[src/rtl/ids_pkg.sv]
package ids_pkg;

   // Stream id width, 64 interleaved streams
   localparam int STREAM_W = 6;

   // Depth of the per-stream state memory
   localparam int NUM_STREAMS = 64;

   // Committed match counter width
   localparam int COUNT_W = 16;

   // Dropped verdict counter width
   localparam int DROP_W = 8;

   // Number of letters in "rlogin"
   localparam int KEY_LEN = 6;

   // Keyword progress, value equals the number of letters already seen
   typedef enum logic [2:0] {
      ST_IDLE  = 3'd0,
      ST_R     = 3'd1,
      ST_RL    = 3'd2,
      ST_RLO   = 3'd3,
      ST_RLOG  = 3'd4,
      ST_RLOGI = 3'd5
   } dfa_state_e;

   // Byte class opcodes from the decoder
   typedef enum logic [2:0] {
      CL_R     = 3'd0,
      CL_L     = 3'd1,
      CL_O     = 3'd2,
      CL_G     = 3'd3,
      CL_I     = 3'd4,
      CL_N     = 3'd5,
      CL_OTHER = 3'd6
   } byte_class_e;

   // Result handshake phases
   typedef enum logic [1:0] {
      RP_IDLE     = 2'd0,
      RP_REQ      = 2'd1,
      RP_WAIT_LOW = 2'd2
   } rep_state_e;

   // Expected class for each progress state, indexed by dfa_state_e
   localparam byte_class_e KEY_SEQ [KEY_LEN] = '{CL_R, CL_L, CL_O, CL_G, CL_I, CL_N};

endpackage

[src/rtl/byte_class_decoder.sv]
module byte_class_decoder (
   input  logic                clk,
   input  logic                rst_n,
   input  logic [7:0]          char_in,
   input  logic                char_in_vld,
   input  logic                eop,
   output ids_pkg::byte_class_e class_out,
   output logic                class_vld,
   output logic                eop_d
);

   import ids_pkg::*;

   // Lower case copy of the incoming byte
   logic [7:0]  folded;
   // Class of the folded byte before the register
   byte_class_e class_next;

   always_comb
   begin
      folded = char_in;
      // 'A'..'Z' map onto 'a'..'z' by setting bit 5
      if ((char_in >= 8'h41) && (char_in <= 8'h5a))
      begin
         folded = char_in | 8'h20;
      end
   end

   always_comb
   begin
      case (folded)
         8'h72:   class_next = CL_R;   // r
         8'h6c:   class_next = CL_L;   // l
         8'h6f:   class_next = CL_O;   // o
         8'h67:   class_next = CL_G;   // g
         8'h69:   class_next = CL_I;   // i
         8'h6e:   class_next = CL_N;   // n
         default: class_next = CL_OTHER;
      endcase
   end

   // Valid and end of packet flags follow the byte by one cycle
   always_ff @(posedge clk)
   begin
      if (!rst_n)
      begin
         class_vld <= 1'b0;
         eop_d     <= 1'b0;
      end
      else
      begin
         class_vld <= char_in_vld;
         eop_d     <= eop & char_in_vld;
      end
   end

   // Opcode only moves on a real byte
   always_ff @(posedge clk)
   begin
      if (char_in_vld)
      begin
         class_out <= class_next;
      end
   end

   // End of packet must ride on the last byte
   a_eop_with_byte : assert property (@(posedge clk) disable iff (!rst_n)
      eop |-> char_in_vld);

endmodule

[src/rtl/keyword_dfa.sv]
module keyword_dfa (
   input  logic                 clk,
   input  logic                 rst_n,
   input  ids_pkg::byte_class_e class_in,
   input  logic                 class_vld,
   input  ids_pkg::dfa_state_e  state_in,
   input  logic                 state_in_vld,
   output ids_pkg::dfa_state_e  state_out,
   output logic                 accept
);

   import ids_pkg::*;

   // Progress through the keyword for the packet in flight
   dfa_state_e  cur_state;
   dfa_state_e  next_state;
   // Letter that would move us one step forward
   byte_class_e want_class;
   // Current byte is the expected letter
   logic        hit;

   always_comb
   begin
      want_class = KEY_SEQ[cur_state];
      hit        = class_vld && (class_in == want_class);
      // Last letter seen while holding "rlogi"
      accept     = hit && (cur_state == ST_RLOGI);
      next_state = cur_state;
      if (class_vld)
      begin
         if (accept)
         begin
            // Full keyword, start looking for the next one
            next_state = ST_IDLE;
         end
         else if (hit)
         begin
            next_state = dfa_state_e'(cur_state + 3'd1);
         end
         else if (class_in == CL_R)
         begin
            // A stray r can still begin a new keyword
            next_state = ST_R;
         end
         else
         begin
            next_state = ST_IDLE;
         end
      end
   end

   // Context sees the post-step state, used when saving at end of packet
   assign state_out = next_state;

   always_ff @(posedge clk)
   begin
      if (!rst_n)
      begin
         cur_state <= ST_IDLE;
      end
      else if (state_in_vld)
      begin
         // Restore or clear from the stream context
         cur_state <= state_in;
      end
      else if (class_vld)
      begin
         cur_state <= next_state;
      end
   end

   // Restore happens before the first byte of a packet reaches us
   a_load_not_step : assert property (@(posedge clk) disable iff (!rst_n)
      state_in_vld |-> !class_vld);

endmodule

[src/rtl/stream_match_ctx.sv]
module stream_match_ctx (
   input  logic                         clk,
   input  logic                         rst_n,
   input  logic                         load_state,
   input  logic [ids_pkg::STREAM_W-1:0] stream_id,
   input  logic                         new_stream_id,
   input  logic                         enable,
   input  logic                         eop_d,
   input  logic                         accept,
   input  ids_pkg::dfa_state_e          state_out,
   output ids_pkg::dfa_state_e          state_in,
   output logic                         state_in_vld,
   output logic [ids_pkg::COUNT_W-1:0]  count_out,
   output logic                         commit_vld,
   output logic [ids_pkg::STREAM_W-1:0] commit_stream,
   output logic                         commit_fired
);

   import ids_pkg::*;

   // Saved keyword progress, one entry per stream
   dfa_state_e          state_mem [NUM_STREAMS];

   // Stream and enable of the packet in flight
   logic [STREAM_W-1:0] cur_stream;
   logic                cur_enable;

   // Packet has matched at least once so far
   logic                spec_match;

   // Match seen anywhere in the packet, including its last byte
   logic                fired;

   assign fired = spec_match | accept;

   // Latch per-packet context at packet start
   always_ff @(posedge clk)
   begin
      if (load_state)
      begin
         cur_stream <= stream_id;
         cur_enable <= enable;
      end
   end

   // Restore path, a new stream starts from scratch
   always_ff @(posedge clk)
   begin
      if (!rst_n)
      begin
         state_in_vld <= 1'b0;
      end
      else
      begin
         state_in_vld <= load_state;
      end
   end

   always_ff @(posedge clk)
   begin
      if (load_state)
      begin
         state_in <= new_stream_id ? ST_IDLE : state_mem[stream_id];
      end
   end

   // Save only for enabled packets, otherwise the old entry stands
   always_ff @(posedge clk)
   begin
      if (eop_d && cur_enable)
      begin
         state_mem[cur_stream] <= state_out;
      end
   end

   // Speculative flag, match counter and commit pulse
   always_ff @(posedge clk)
   begin
      if (!rst_n)
      begin
         spec_match <= 1'b0;
         count_out  <= '0;
         commit_vld <= 1'b0;
      end
      else
      begin
         commit_vld <= eop_d;
         if (load_state)
         begin
            spec_match <= 1'b0;
         end
         else if (eop_d)
         begin
            // Flag is consumed by the commit
            spec_match <= 1'b0;
            if (cur_enable)
            begin
               // At most one count per packet
               count_out <= count_out + COUNT_W'(fired);
            end
         end
         else if (accept)
         begin
            spec_match <= 1'b1;
         end
      end
   end

   // Verdict payload for the reporter
   always_ff @(posedge clk)
   begin
      if (eop_d)
      begin
         commit_stream <= cur_stream;
         commit_fired  <= cur_enable & fired;
      end
   end

   // Next packet start keeps clear of the previous end of packet
   a_load_vs_eop : assert property (@(posedge clk) disable iff (!rst_n)
      !(load_state && eop_d));

endmodule

[src/rtl/verdict_reporter.sv]
module verdict_reporter (
   input  logic                         clk,
   input  logic                         rst_n,
   input  logic                         commit_vld,
   input  logic [ids_pkg::STREAM_W-1:0] commit_stream,
   input  logic                         commit_fired,
   output logic                         verdict_req,
   input  logic                         verdict_ack,
   output logic [ids_pkg::STREAM_W-1:0] verdict_stream,
   output logic                         verdict_fired,
   output logic [ids_pkg::DROP_W-1:0]   drop_count
);

   import ids_pkg::*;

   // Four-phase handshake position
   rep_state_e rep_state;

   // Any phase other than idle owns the single buffer slot
   logic       busy;

   assign busy        = (rep_state != RP_IDLE);
   assign verdict_req = (rep_state == RP_REQ);

   always_ff @(posedge clk)
   begin
      if (!rst_n)
      begin
         rep_state  <= RP_IDLE;
         drop_count <= '0;
      end
      else
      begin
         case (rep_state)
            RP_IDLE:
            begin
               if (commit_vld)
               begin
                  rep_state <= RP_REQ;
               end
            end
            RP_REQ:
            begin
               // Ack seen so req drops next
               if (verdict_ack)
               begin
                  rep_state <= RP_WAIT_LOW;
               end
            end
            RP_WAIT_LOW:
            begin
               // Wait for ack to fall before freeing the slot
               if (!verdict_ack)
               begin
                  rep_state <= RP_IDLE;
               end
            end
            default:
            begin
               rep_state <= RP_IDLE;
            end
         endcase
         if (commit_vld && busy)
         begin
            drop_count <= drop_count + DROP_W'(1);
         end
      end
   end

   // Capture a verdict only into a free slot
   always_ff @(posedge clk)
   begin
      if (commit_vld && !busy)
      begin
         verdict_stream <= commit_stream;
         verdict_fired  <= commit_fired;
      end
   end

   // Ack may only rise while a request is up
   a_ack_needs_req : assert property (@(posedge clk) disable iff (!rst_n)
      $rose(verdict_ack) |-> verdict_req);

endmodule

[src/rtl/ids_top.sv]
module ids_top (
   input  logic                         clk,
   input  logic                         rst_n,
   input  logic [7:0]                   char_in,
   input  logic                         char_in_vld,
   input  logic                         eop,
   input  logic                         load_state,
   input  logic [ids_pkg::STREAM_W-1:0] stream_id,
   input  logic                         new_stream_id,
   input  logic                         enable,
   output logic                         verdict_req,
   input  logic                         verdict_ack,
   output logic [ids_pkg::STREAM_W-1:0] verdict_stream,
   output logic                         verdict_fired,
   output logic [ids_pkg::COUNT_W-1:0]  count_out,
   output logic [ids_pkg::DROP_W-1:0]   drop_count
);

   import ids_pkg::*;

   // Decode to execute
   byte_class_e         class_op;
   logic                class_vld;
   logic                eop_d;

   // Execute and context exchange
   dfa_state_e          state_in;
   logic                state_in_vld;
   dfa_state_e          state_out;
   logic                accept;

   // Context to reporter
   logic                commit_vld;
   logic [STREAM_W-1:0] commit_stream;
   logic                commit_fired;

   byte_class_decoder u_decoder (
      .clk         (clk),
      .rst_n       (rst_n),
      .char_in     (char_in),
      .char_in_vld (char_in_vld),
      .eop         (eop),
      .class_out   (class_op),
      .class_vld   (class_vld),
      .eop_d       (eop_d)
   );

   keyword_dfa u_dfa (
      .clk          (clk),
      .rst_n        (rst_n),
      .class_in     (class_op),
      .class_vld    (class_vld),
      .state_in     (state_in),
      .state_in_vld (state_in_vld),
      .state_out    (state_out),
      .accept       (accept)
   );

   // Per-stream save and restore around the DFA
   stream_match_ctx u_ctx (
      .clk           (clk),
      .rst_n         (rst_n),
      .load_state    (load_state),
      .stream_id     (stream_id),
      .new_stream_id (new_stream_id),
      .enable        (enable),
      .eop_d         (eop_d),
      .accept        (accept),
      .state_out     (state_out),
      .state_in      (state_in),
      .state_in_vld  (state_in_vld),
      .count_out     (count_out),
      .commit_vld    (commit_vld),
      .commit_stream (commit_stream),
      .commit_fired  (commit_fired)
   );

   verdict_reporter u_reporter (
      .clk            (clk),
      .rst_n          (rst_n),
      .commit_vld     (commit_vld),
      .commit_stream  (commit_stream),
      .commit_fired   (commit_fired),
      .verdict_req    (verdict_req),
      .verdict_ack    (verdict_ack),
      .verdict_stream (verdict_stream),
      .verdict_fired  (verdict_fired),
      .drop_count     (drop_count)
   );

endmodule

[config.mk]
export PLATFORM = sky130hd
export DESIGN_NAME = ids_top
export DESIGN_NICKNAME = d
export VERILOG_FILES = /design/src/rtl/ids_pkg.sv /design/src/rtl/byte_class_decoder.sv /design/src/rtl/keyword_dfa.sv /design/src/rtl/stream_match_ctx.sv /design/src/rtl/verdict_reporter.sv /design/src/rtl/ids_top.sv
export SDC_FILE = /design/constraint.sdc
export NUM_CORES = 1
export LEC_CHECK = 0
export BUFFER_PORTS_ARGS = -buffer_cell sky130_fd_sc_hd__buf_2
export CAP_MARGIN = 20
export CELL_PAD_IN_SITES_DETAIL_PLACEMENT = 1
export CELL_PAD_IN_SITES_GLOBAL_PLACEMENT = 1
export CORE_MARGIN = 8
export CORE_UTILIZATION = 47
export CTS_CLUSTER_DIAMETER = 120
export DETAILED_ROUTE_END_ITERATION = 8
export PLACE_DENSITY = 0.86
export SYNTH_ARGS = -nofsm -noshare
export SYNTH_HDL_FRONTEND = slang
export SYNTH_SLANG_ARGS = --single-unit
export TNS_END_PERCENT = 20
[constraint.sdc]
create_clock -name clk -period 3.5 [get_ports clk]
set_input_delay 0.875 -clock clk [delete_from_list [all_inputs] [get_ports clk]]
set_output_delay 0.875 -clock clk [all_outputs]
set_load 0.01 [all_outputs]
### Word level (Yosys, flattened, before mapping)

Memory sizes are Yosys's and may differ from the RTL's. A register that Yosys moved wholly into a read port is not among the register bits.
Index checks and enable logic that the tools add are counted.
W data, S select, Z words.

* memories: 2
* RAM bits: 192
* input bits: 22
* word-level logic and storage cells: 73
* output and inout bits: 32
* memory bits (read-only): 24
* bits in registers: 58

* $add $sub $neg: 3
* eq/ne operators: 13
* mux-type cells: 16
* magnitude comparators: 3
* bitwise operators: 6
* reductions and logical operators: 14

Memory list
* u_ctx.state_mem: words 64, width 3, read ports 1, clocked after Yosys merged registers in 1, wr ports 1, RTL line stream_match_ctx.sv:22 `dfa_state_e state_mem [NUM_STREAMS];`
* (name not given): words 8, width 3, read ports 1, clocked after Yosys merged registers in 0, wr ports 0, RTL line keyword_dfa.sv:24 `want_class = KEY_SEQ[cur_state];`

Operator list (count)
* $eq A8 B7 Y1 const B: 6
* $mux W3: 7
* $pmux W3 S6: 1
* $add A16 B1 Y16: 1
* $add A8 B1 Y8 const B: 1
* $ge A8 B7 Y1 const B: 1
* $le A8 B7 Y1 const B: 1
* $logic_and A1 B1 Y1: 6
* $mux W2: 3
* $mux W6: 1
* $pmux W2 S3: 1
* $reduce_and A3 Y1: 2
* $ge A4 B4 Y1 const B: 1
* $ne A2 B2 Y1 const B: 2
* $not A3 Y4: 1
* $reduce_bool A2 Y1: 2
* $add A3 B1 Y3 const B: 1
* $eq A3 B3 Y1: 1
* $eq A3 B3 Y1 const B: 1
* $logic_not A3 Y1: 1
* $mux W1: 3
* $reduce_or A3 Y1: 1
* $and A1 B1 Y1: 2
* $eq A2 B1 Y1 const B: 1
* 6 further kinds: 7

### Longest topological paths before layout

Gate-level depths: netlist of run 1.

* depth in word-level cells: 11
* depth in mapped cells: 11
* gate-level depth less buffers: 11

### By module

From an unflattened synthesis of run 1, not the netlist that was laid out.

* cell total of the unflattened synthesis: 664
* area total of the unflattened synthesis: 10425.0 um2

Modules (own cells, without submodules)
* stream_match_ctx: times used 1, cells each 553, seq. area each 6656.4 um2, area an instance 9227.6 um2
* verdict_reporter: times used 1, cells each 55, seq. area each 410.4 um2, area an instance 649.4 um2
* keyword_dfa: times used 1, cells each 34, seq. area each 60.1 um2, area an instance 300.3 um2
* byte_class_decoder: times used 1, cells each 22, seq. area each 130.1 um2, area an instance 247.7 um2

### Worst setup path before layout of run 1

Ideal clock, no wire load.

* path kind: reg-to-reg
* start point: reg u_decoder.class_out[1]
* end point: mem u_ctx.state_mem[0][0] in the netlist's numbering (data pin)
* cell stages (with the launch flop): 5
* path slack: -0.200 ns
* library setup time: 0.596 ns
* required time: 2.904 ns
* path buffers: 0
* arrival: 3.104 ns
* path through: edfxtp_1 -> xor2_1 -> o31ai_1 -> nand4_1 -> a31oi_1

* word-level cells in the longest chain between the ends: 5
* elaborated cells on any way between the ends: 8

RTL lines
* start: declaration: RTL line byte_class_decoder.sv:7 `output ids_pkg::byte_class_e class_out,`
* start signal: assignment: RTL line byte_class_decoder.sv:62 `class_out <= class_next;`
* $logic_not A3 Y1 or $eq A3 B3 Y1 (tied branches): RTL line keyword_dfa.sv:40, keyword_dfa.sv:25
* $mux W1 or $logic_and A1 B1 Y1 (tied branches): RTL line keyword_dfa.sv:40, keyword_dfa.sv:25
* $mux W3 or $logic_and A1 B1 Y1 (tied branches): RTL line keyword_dfa.sv:36, keyword_dfa.sv:27
* $mux W3 *: RTL line keyword_dfa.sv:31 `if (accept)`
* $mux W3 *: RTL line keyword_dfa.sv:29 `if (class_vld)`
* net state_out[0]: RTL line ids_top.sv:29 `dfa_state_e state_out;`
* end: declaration: RTL line stream_match_ctx.sv:22

Mark *: on every way through the listed nets, which the timed path passes. The rest lies on a longest branch.

### Worst setup path after layout of run 1

* start point: reg u_decoder.class_out[1]
* end point: reg u_ctx.count_out[12] in the netlist's numbering

* word-level cells in the longest chain between the ends: 5

RTL lines
* $eq A3 B3 Y1: RTL line keyword_dfa.sv:25 `hit = class_vld && (class_in == want_class);`
* $logic_and A1 B1 Y1: RTL line keyword_dfa.sv:25
* $logic_and A1 B1 Y1: RTL line keyword_dfa.sv:27 `accept = hit && (cur_state == ST_RLOGI);`
* $or A1 B1 Y1: RTL line stream_match_ctx.sv:34 `assign fired = spec_match | accept;`
* $add A16 B1 Y16: RTL line stream_match_ctx.sv:99 `count_out <= count_out + COUNT_W'(fired);`
* end signal: assignment: RTL line stream_match_ctx.sv:99
* end: declaration: RTL line stream_match_ctx.sv:13 `output logic [ids_pkg::COUNT_W-1:0] count_out,`

Every way passes these cells.
A chain may end at the register's enable or synchronous reset.

==> impl_metrics.py, run 1 <==
metrics = {
    "cts": {
        "cts_buffers": 25,
        "clkLatencyLatePin_ps": 550,
        "clock-sinks": 253,
        "cts_tree": "built",
        "cts_root_buf": "clkbuf_16",
        "ctsHoldBuffers": 0,
        "cts_resized": 0,
        "path_clk_slew_ps": 60,
        "cts_setup_buffers": 0,
        "clk_path_buf_depth": 3,
        "h-tree-depth": 1,
    },
    "timing": {
        "fin_hold_ws_ps": 415,
        "max_freq_mhz": 340,
        "rsz0062_at_grt": "no",
        "worst_pin_slew_ps": 992,
        "fin_ws_ps": 558,
        "fin_skew_ps": 32.7,
        "final-max-slew-violation-count": 0,
        "period_share": 0.841,
        "min_period_ps": 2940,
        "max-slew-margin-rel": 0.337,
        "setup_violations": 0,
        "hold_viol": 0,
    },
    "final_layout": {
        "drive_above_1_share": 0.216,
        "final_cells": 993,
        "area_delta_synth_final_pct": 13.4,
        "stdcell_area_sq_mm": 0.0117,
        "diodes": 0,
        "nNetsFinal": 722,
    },
    "synth": {
        "synth-seq-cells": 253,
        "synth_edf_count": 219,
        "syn-num-nets": 655,
        "synthesis.area_sq_mm": 0.0103,
        "synthTopCellsByArea": "edfxtp_1 64%, mux4_2 8.9%, dfxtp_1 6.6%",
        "ys_warn_count": 0,
        "yosysUniqueCellTypes": 61,
        "yosysMostFrequentCell": "edfxtp_1",
        "syn_avg_cell_area_sq_um": 16.4,
        "synth_top_area_cell": "edfxtp_1",
        "yosys-top-cells-count": "219 x edfxtp_1, 76 x nor2_1, 41 x mux4_2",
        "netlist.area_leader.share": 0.637,
        "ys_seq_area_frac": 0.703,
        "syn_inst": 628,
        "synth_ff_type": "edfxtp_1",
        "async_flop_share": 0,
    },
    "setup_path": {
        "reg2reg_slack_ps": 560,
        "endpoint": "u_ctx.count_out[12]",
        "r2r_start": "u_decoder.class_out[1]",
        "critical_path.top_delay_family": "simple AND/OR/NAND/NOR gates",
        "cp-startpoint": "u_decoder.class_out[1]",
        "path_class": "flip-flop to flip-flop",
        "critPathLaunchType": "flip-flop",
        "worstPathCellList": "xor2_1 > o31ai_1 > and3_1 > a31oi_1 > inv_1 > ha_1 > ha_1 > nand2_1 > nor4_1 > xor2_1 > and2_1",
        "required_ps": 3920,
        "cp_num_cells": 11,
        "crit_fanout": 6,
        "critPathSlowestCell": "o31ai_1",
        "worstPathArrival_ps": 3360,
        "endpoint_kind": "flip-flop",
        "timing.rr.end": "u_ctx.count_out[12]",
        "r2r_cells": 11,
        "critPathMaxStageDelay_ps": 500,
        "crit_buf_inv": 1,
    },
    "min_path": {
        "worstHoldPathCells": 0,
        "min_path_type": "flip-flop to flip-flop",
    },
    "drt": {
        "wire_per_inst_um": 24.6,
        "drt_iter0_drc": 516,
        "route.detailed.drc": 0,
        "drt_pass1_iterations": 5,
        "dr_total_vias": 5846,
        "drt_wl_total_um": 24400,
        "ant_nets": 0,
        "viasPerCell": 5.89,
    },
    "floorplan": {
        "ios": 54,
        "fp-row-count": 54,
        "die_y_um": 164,
        "dieArea_sq_mm": 0.0270,
        "die_w_um": 164,
        "coreArea_sq_mm": 0.0217,
        "initial_utilization": 0.476,
    },
    "global_routing": {
        "grt_max_degree": 66,
        "grt_pass1_wl_um": 37000,
        "grt_overflow_total": 0,
        "grtUsageTotal": 0.182,
        "antenna_found_initial": 0,
        "grt_pass1_vias": 6239,
    },
    "placement": {
        "dpl.hpwl_um": 16300,
        "placed_area_sq_mm": 0.0110,
        "dp_slack_ps": 233,
        "gp_congestion": 0.825,
        "dpl.cell_count": 948,
        "port_buffers": 52,
    },
    "job": {
        "cap_violations": 0,
    },
    "power_and_ir_drop": {
        "p_leak_uw": 0.00400,
        "vdd_ir_drop_max_mv": 0.489,
        "power_uw": 6160,
        "p_per_area_mw_per_mm2": 526,
    },
    "run_status": {
        "status": "finished clean",
    },
}
## registers in the layout, summed over array words and instances (netlist names)
name,cells
u_decoder.eop_d,1
u_decoder.class_out,3
u_reporter.verdict_fired,1
u_ctx.cur_stream,6
u_decoder.class_vld,1
u_dfa.cur_state,3
u_ctx.state_mem,192
u_ctx.commit_vld,1
u_reporter.rep_state,2
u_reporter.drop_count,8
u_reporter.verdict_stream,6
u_ctx.commit_fired,1
u_ctx.cur_enable,1
u_ctx.count_out,16
u_ctx.state_in_vld,1
u_ctx.commit_stream,6
u_ctx.state_in,3
u_ctx.spec_match,1
## power by group
group | internal [uW] | switching (uW) | total [uW] | leakage (uW)
sequential | 3320 | 27.5 | 3340 | 0.00231
combinational | 119 | 191 | 310 | 0.00131
clock | 1390 | 1120 | 2510 | 0.000376
## cells by family after synthesis
kind of cell    synth area share
fa+ha+maj                0.00606
xor+xnor                  0.0178
flops                      0.703
compound gates            0.0319
mux                        0.125
buf+inv                   0.0176
simple gates              0.0991
## cells in the final DEF (no fill, tap or decap), drive strengths merged, types with 5 or more instances in the layout
cell type / n
edfxtp: 219
nor2: 76
buf: 65
mux4: 50
dfxtp: 34
nand2: 30
clkbuf: 30
and2: 20
nand3: 14
nor2b: 13
clkinv: 13
xnor2: 12
mux2i: 11
o21ai: 10
nor3: 9
xor2: 9
nand4: 9
inv: 9
and3: 7
or3: 6
nand2b: 5
ha: 5
a31oi: 5
## layer usage
| layer | global-route usage | part of all wire | up-vias | wire length (um) |
|---|---|---|---|---|
| met2 | 0.313 | 0.51 | 228 | 12300 |
| li1 | - | - | 2581 | - |
| met1 | 0.221 | 0.39 | 2996 | 9550 |
| met5 | 0 | 0 | - | 0 |
| met4 | 0.0537 | 0.019 | 0 | 471 |
| met3 | 0.0471 | 0.083 | 41 | 2040 |
## through the flow
| step | setup TNS (ps) | utilization |
|---|---|---|
| floorplan | -1390 | - |
| global placement | 0 | 0.505 |
| detailed placement | 0 | 0.505 |
| CTS | 0 | 0.540 |
| global route | 0 | 0.540 |
| finish | 0 | 0.540 |
## final cells by class
type	count	area, sq um
clock buffer	30	644
clock inverter	15	113
sequential	253	7260
timing repair buffer	65	395
fill	2040	9970
inverter	9	33.8
multi-input combinational	341	2920
tap	280	350
## how the worst min path moves through the flow
stage	start	endpoint	slack (ps)
6_report	u_ctx.commit_stream[0]	u_reporter.verdict_stream[0]	410
5_1_grt	u_ctx.commit_stream[0]	u_reporter.verdict_stream[0]	420
3_5_place_dp	u_ctx.commit_stream[1]	u_reporter.verdict_stream[1]	410
3_3_place_gp	u_ctx.commit_stream[3]	u_reporter.verdict_stream[3]	410
4_1_cts	u_ctx.commit_stream[1]	u_reporter.verdict_stream[1]	420
2_1_floorplan	u_ctx.commit_fired	u_reporter.verdict_fired	400
(Power assumes the default switching activity.)
==> inputs of run 2 (changes only) <==
- clock period: 3.5 -> 2.4 ns (I/O delays scaled with it)
==> run 2 against run 1 <==
Against the previous run:
- utilization up 2.4 points
- critical path type unchanged
- total power grew 51%
- highest routed layer unchanged
- maximum frequency rose by 26%
==> impl_metrics.py, run 2 (synthesized netlist as in run 1, its figures left out) <==
metrics = {
    "cts": {
        "ctsHoldBuffers": 0,
        "path_clk_slew_ps": 70,
        "clk_path_buf_depth": 3,
        "clock-sinks": 253,
        "cts_buffers": 26,
        "clkLatencyLatePin_ps": 540,
        "cts_tree": "built",
        "cts_root_buf": "clkbuf_16",
        "h-tree-depth": 1,
    },
    "timing": {
        "setup_violations": 0,
        "final-max-slew-violation-count": 0,
        "max_freq_mhz": 427,
        "fin_skew_ps": 32.1,
        "worst_pin_slew_ps": 619,
        "max-slew-margin-rel": 0.583,
        "period_share": 0.976,
        "hold_viol": 0,
        "min_period_ps": 2340,
        "fin_ws_ps": 57.8,
        "rsz0062_at_grt": "yes",
        "final.setup.tns_ps": 0,
    },
    "setup_path": {
        "required_ps": 2660,
        "endpoint_kind": "flip-flop",
        "worstPathCellList": "mux4_1 > mux4_2 > nor3b_1 > or4_1",
        "critPathSlowestCell": "mux4_1",
        "critPathLaunchType": "flip-flop",
        "critPathMaxStageDelay_ps": 540,
        "crit_buf_inv": 0,
        "r2r_cells": 4,
        "critical_path.top_delay_family": "multiplexers",
        "reg2reg_slack_ps": 60,
        "r2r_start": "u_ctx.state_mem[48][2]",
        "worstPathArrival_ps": 2600,
        "crit_fanout": 1,
        "timing.rr.end": "u_ctx.state_in[2]",
        "path_class": "flip-flop to flip-flop",
    },
    "job": {
        "cap_violations": 0,
    },
    "placement": {
        "gp_congestion": 0.833,
        "dpl.cell_count": 985,
        "dp_slack_ps": -484,
        "dpl.hpwl_um": 17900,
        "placed_area_sq_mm": 0.0113,
        "port_buffers": 52,
    },
    "final_layout": {
        "multi_input_area_sq_mm": 0.00304,
        "area_delta_synth_final_pct": 18.4,
        "drive_above_1_share": 0.275,
        "top_register": "u_ctx.state_mem",
        "fillers": 2002,
        "stdcell_area_sq_mm": 0.0122,
        "largestRegisters": "u_ctx.state_mem: 192 flops, u_ctx.count_out: 16 flops, u_reporter.drop_count: 8 flops",
        "register_area_sq_mm": 0.00726,
        "nNetsFinal": 762,
        "diodes": 0,
        "most-common-layout-cells": "219 x edfxtp_1, 76 x nor2_1, 51 x buf_2",
        "largest_register_ff_count": 192,
        "final_common_cell": "edfxtp_1",
        "final_cells": 1034,
        "utilization": 0.564,
    },
    "floorplan": {
        "dieArea_sq_mm": 0.0270,
        "die_y_um": 164,
        "ios": 54,
        "die_w_um": 164,
        "fp-row-count": 54,
        "initial_utilization": 0.476,
        "coreArea_sq_mm": 0.0217,
    },
    "global_routing": {
        "grtUsageTotal": 0.202,
        "antenna_found_initial": 0,
        "grt_overflow_total": 0,
        "grt_pass1_vias": 6615,
        "grt_max_degree": 66,
        "use_met1": 0.253,
        "use_met2": 0.345,
        "grt-busiest-layer": "met2",
        "grt_pass1_wl_um": 40800,
        "grt.met3_usage": 0.0373,
    },
    "drt": {
        "viasPerCell": 6.02,
        "dr_total_vias": 6221,
        "drt_iter0_drc": 530,
        "drt_wl_total_um": 27500,
        "ant_nets": 0,
        "drt_pass1_iterations": 5,
        "wire_per_inst_um": 26.6,
        "route.detailed.drc": 0,
    },
    "min_path": {
        "worstHoldPathCells": 1,
        "worstHoldStart": "stream_id[5]",
        "min_path_type": "primary input to flip-flop",
        "hold_end": "u_ctx.cur_stream[5]",
    },
    "power_and_ir_drop": {
        "vdd_ir_drop_max_mv": 0.568,
        "p_per_area_mw_per_mm2": 762,
        "p_leak_uw": 0.00426,
    },
    "run_status": {
        "status": "finished clean",
    },
}
run 2: cell count changes in the layout (fill, tap and decap cells not counted), sizes merged:
| cell | previous run | this run |
|---|---|---|
| clkinv | 13 | 8 |
| clkbuf | 30 | 38 |
| buf | 65 | 103 |
| inv | 9 | 8 |
| bufinv | 1 | 2 |
run 2: worst max-delay path by stage:
stage	start	to	depth (start not counted)
3_5_place_dp	stream_id[0]	u_ctx.state_in[2]	8
6_report	u_ctx.state_mem[48][2]	u_ctx.state_in[2]	4
3_3_place_gp	stream_id[1]	u_ctx.state_in[2]	6
5_1_grt	u_decoder.class_out[1]	u_ctx.count_out[9]	13
2_1_floorplan	stream_id[1]	u_ctx.state_in[2]	6
4_1_cts	u_decoder.class_out[1]	u_ctx.count_out[14]	11
run 2: worst reg2reg max path: stages (launching register included):
cell,delay [ps]
edfxtp_1,420
mux4_1,540
mux4_2,480
nor3b_1,160
or4_1,460
run 2: area by class of cell:
| type | instances | share of cell area |
|---|---|---|
| Clock inverter | 10 | 0.00900 |
| Tap cell | 280 | 0.0286 |
| Multi-Input combinational cell | 341 | 0.249 |
| Sequential cell | 253 | 0.593 |
| Timing Repair Buffer | 104 | 0.0599 |
| Clock buffer | 37 | 0.0574 |
| Inverter | 9 | 0.00276 |
run 2: repair_timing:
item / 4_1_cts / 5_1_grt
setup buffers: 2 / 0
pin swaps: 4 / 5
setup endpoints to repair: 9 / 14
resized for setup: 9 / 17
cloned: 0 / 0
run 2: metal layers:
metal	share of wire	up-vias
met5	0	-
met4	0.034	0
met3	0.071	77
met2	0.50	263
met1	0.39	3219
li1	-	2662
run 2: report_power, final:
group / internal [uW] / switching (uW) / total, uW / leakage, uW
registers: 4840 / 44.0 / 4880 / 0.00231
clock network: 2250 / 1660 / 3910 / 0.000391
logic: 220 / 308 / 528 / 0.00156
run 2: metrics by stage:
stage | power (uW) | hold WS [ps]
final | 9320 | 309
after global routing | 9550 | 287
after CTS | 9360 | 294
after detailed placement | 5490 | 409
after global placement | 5440 | 406
after floorplan | 5250 | 400
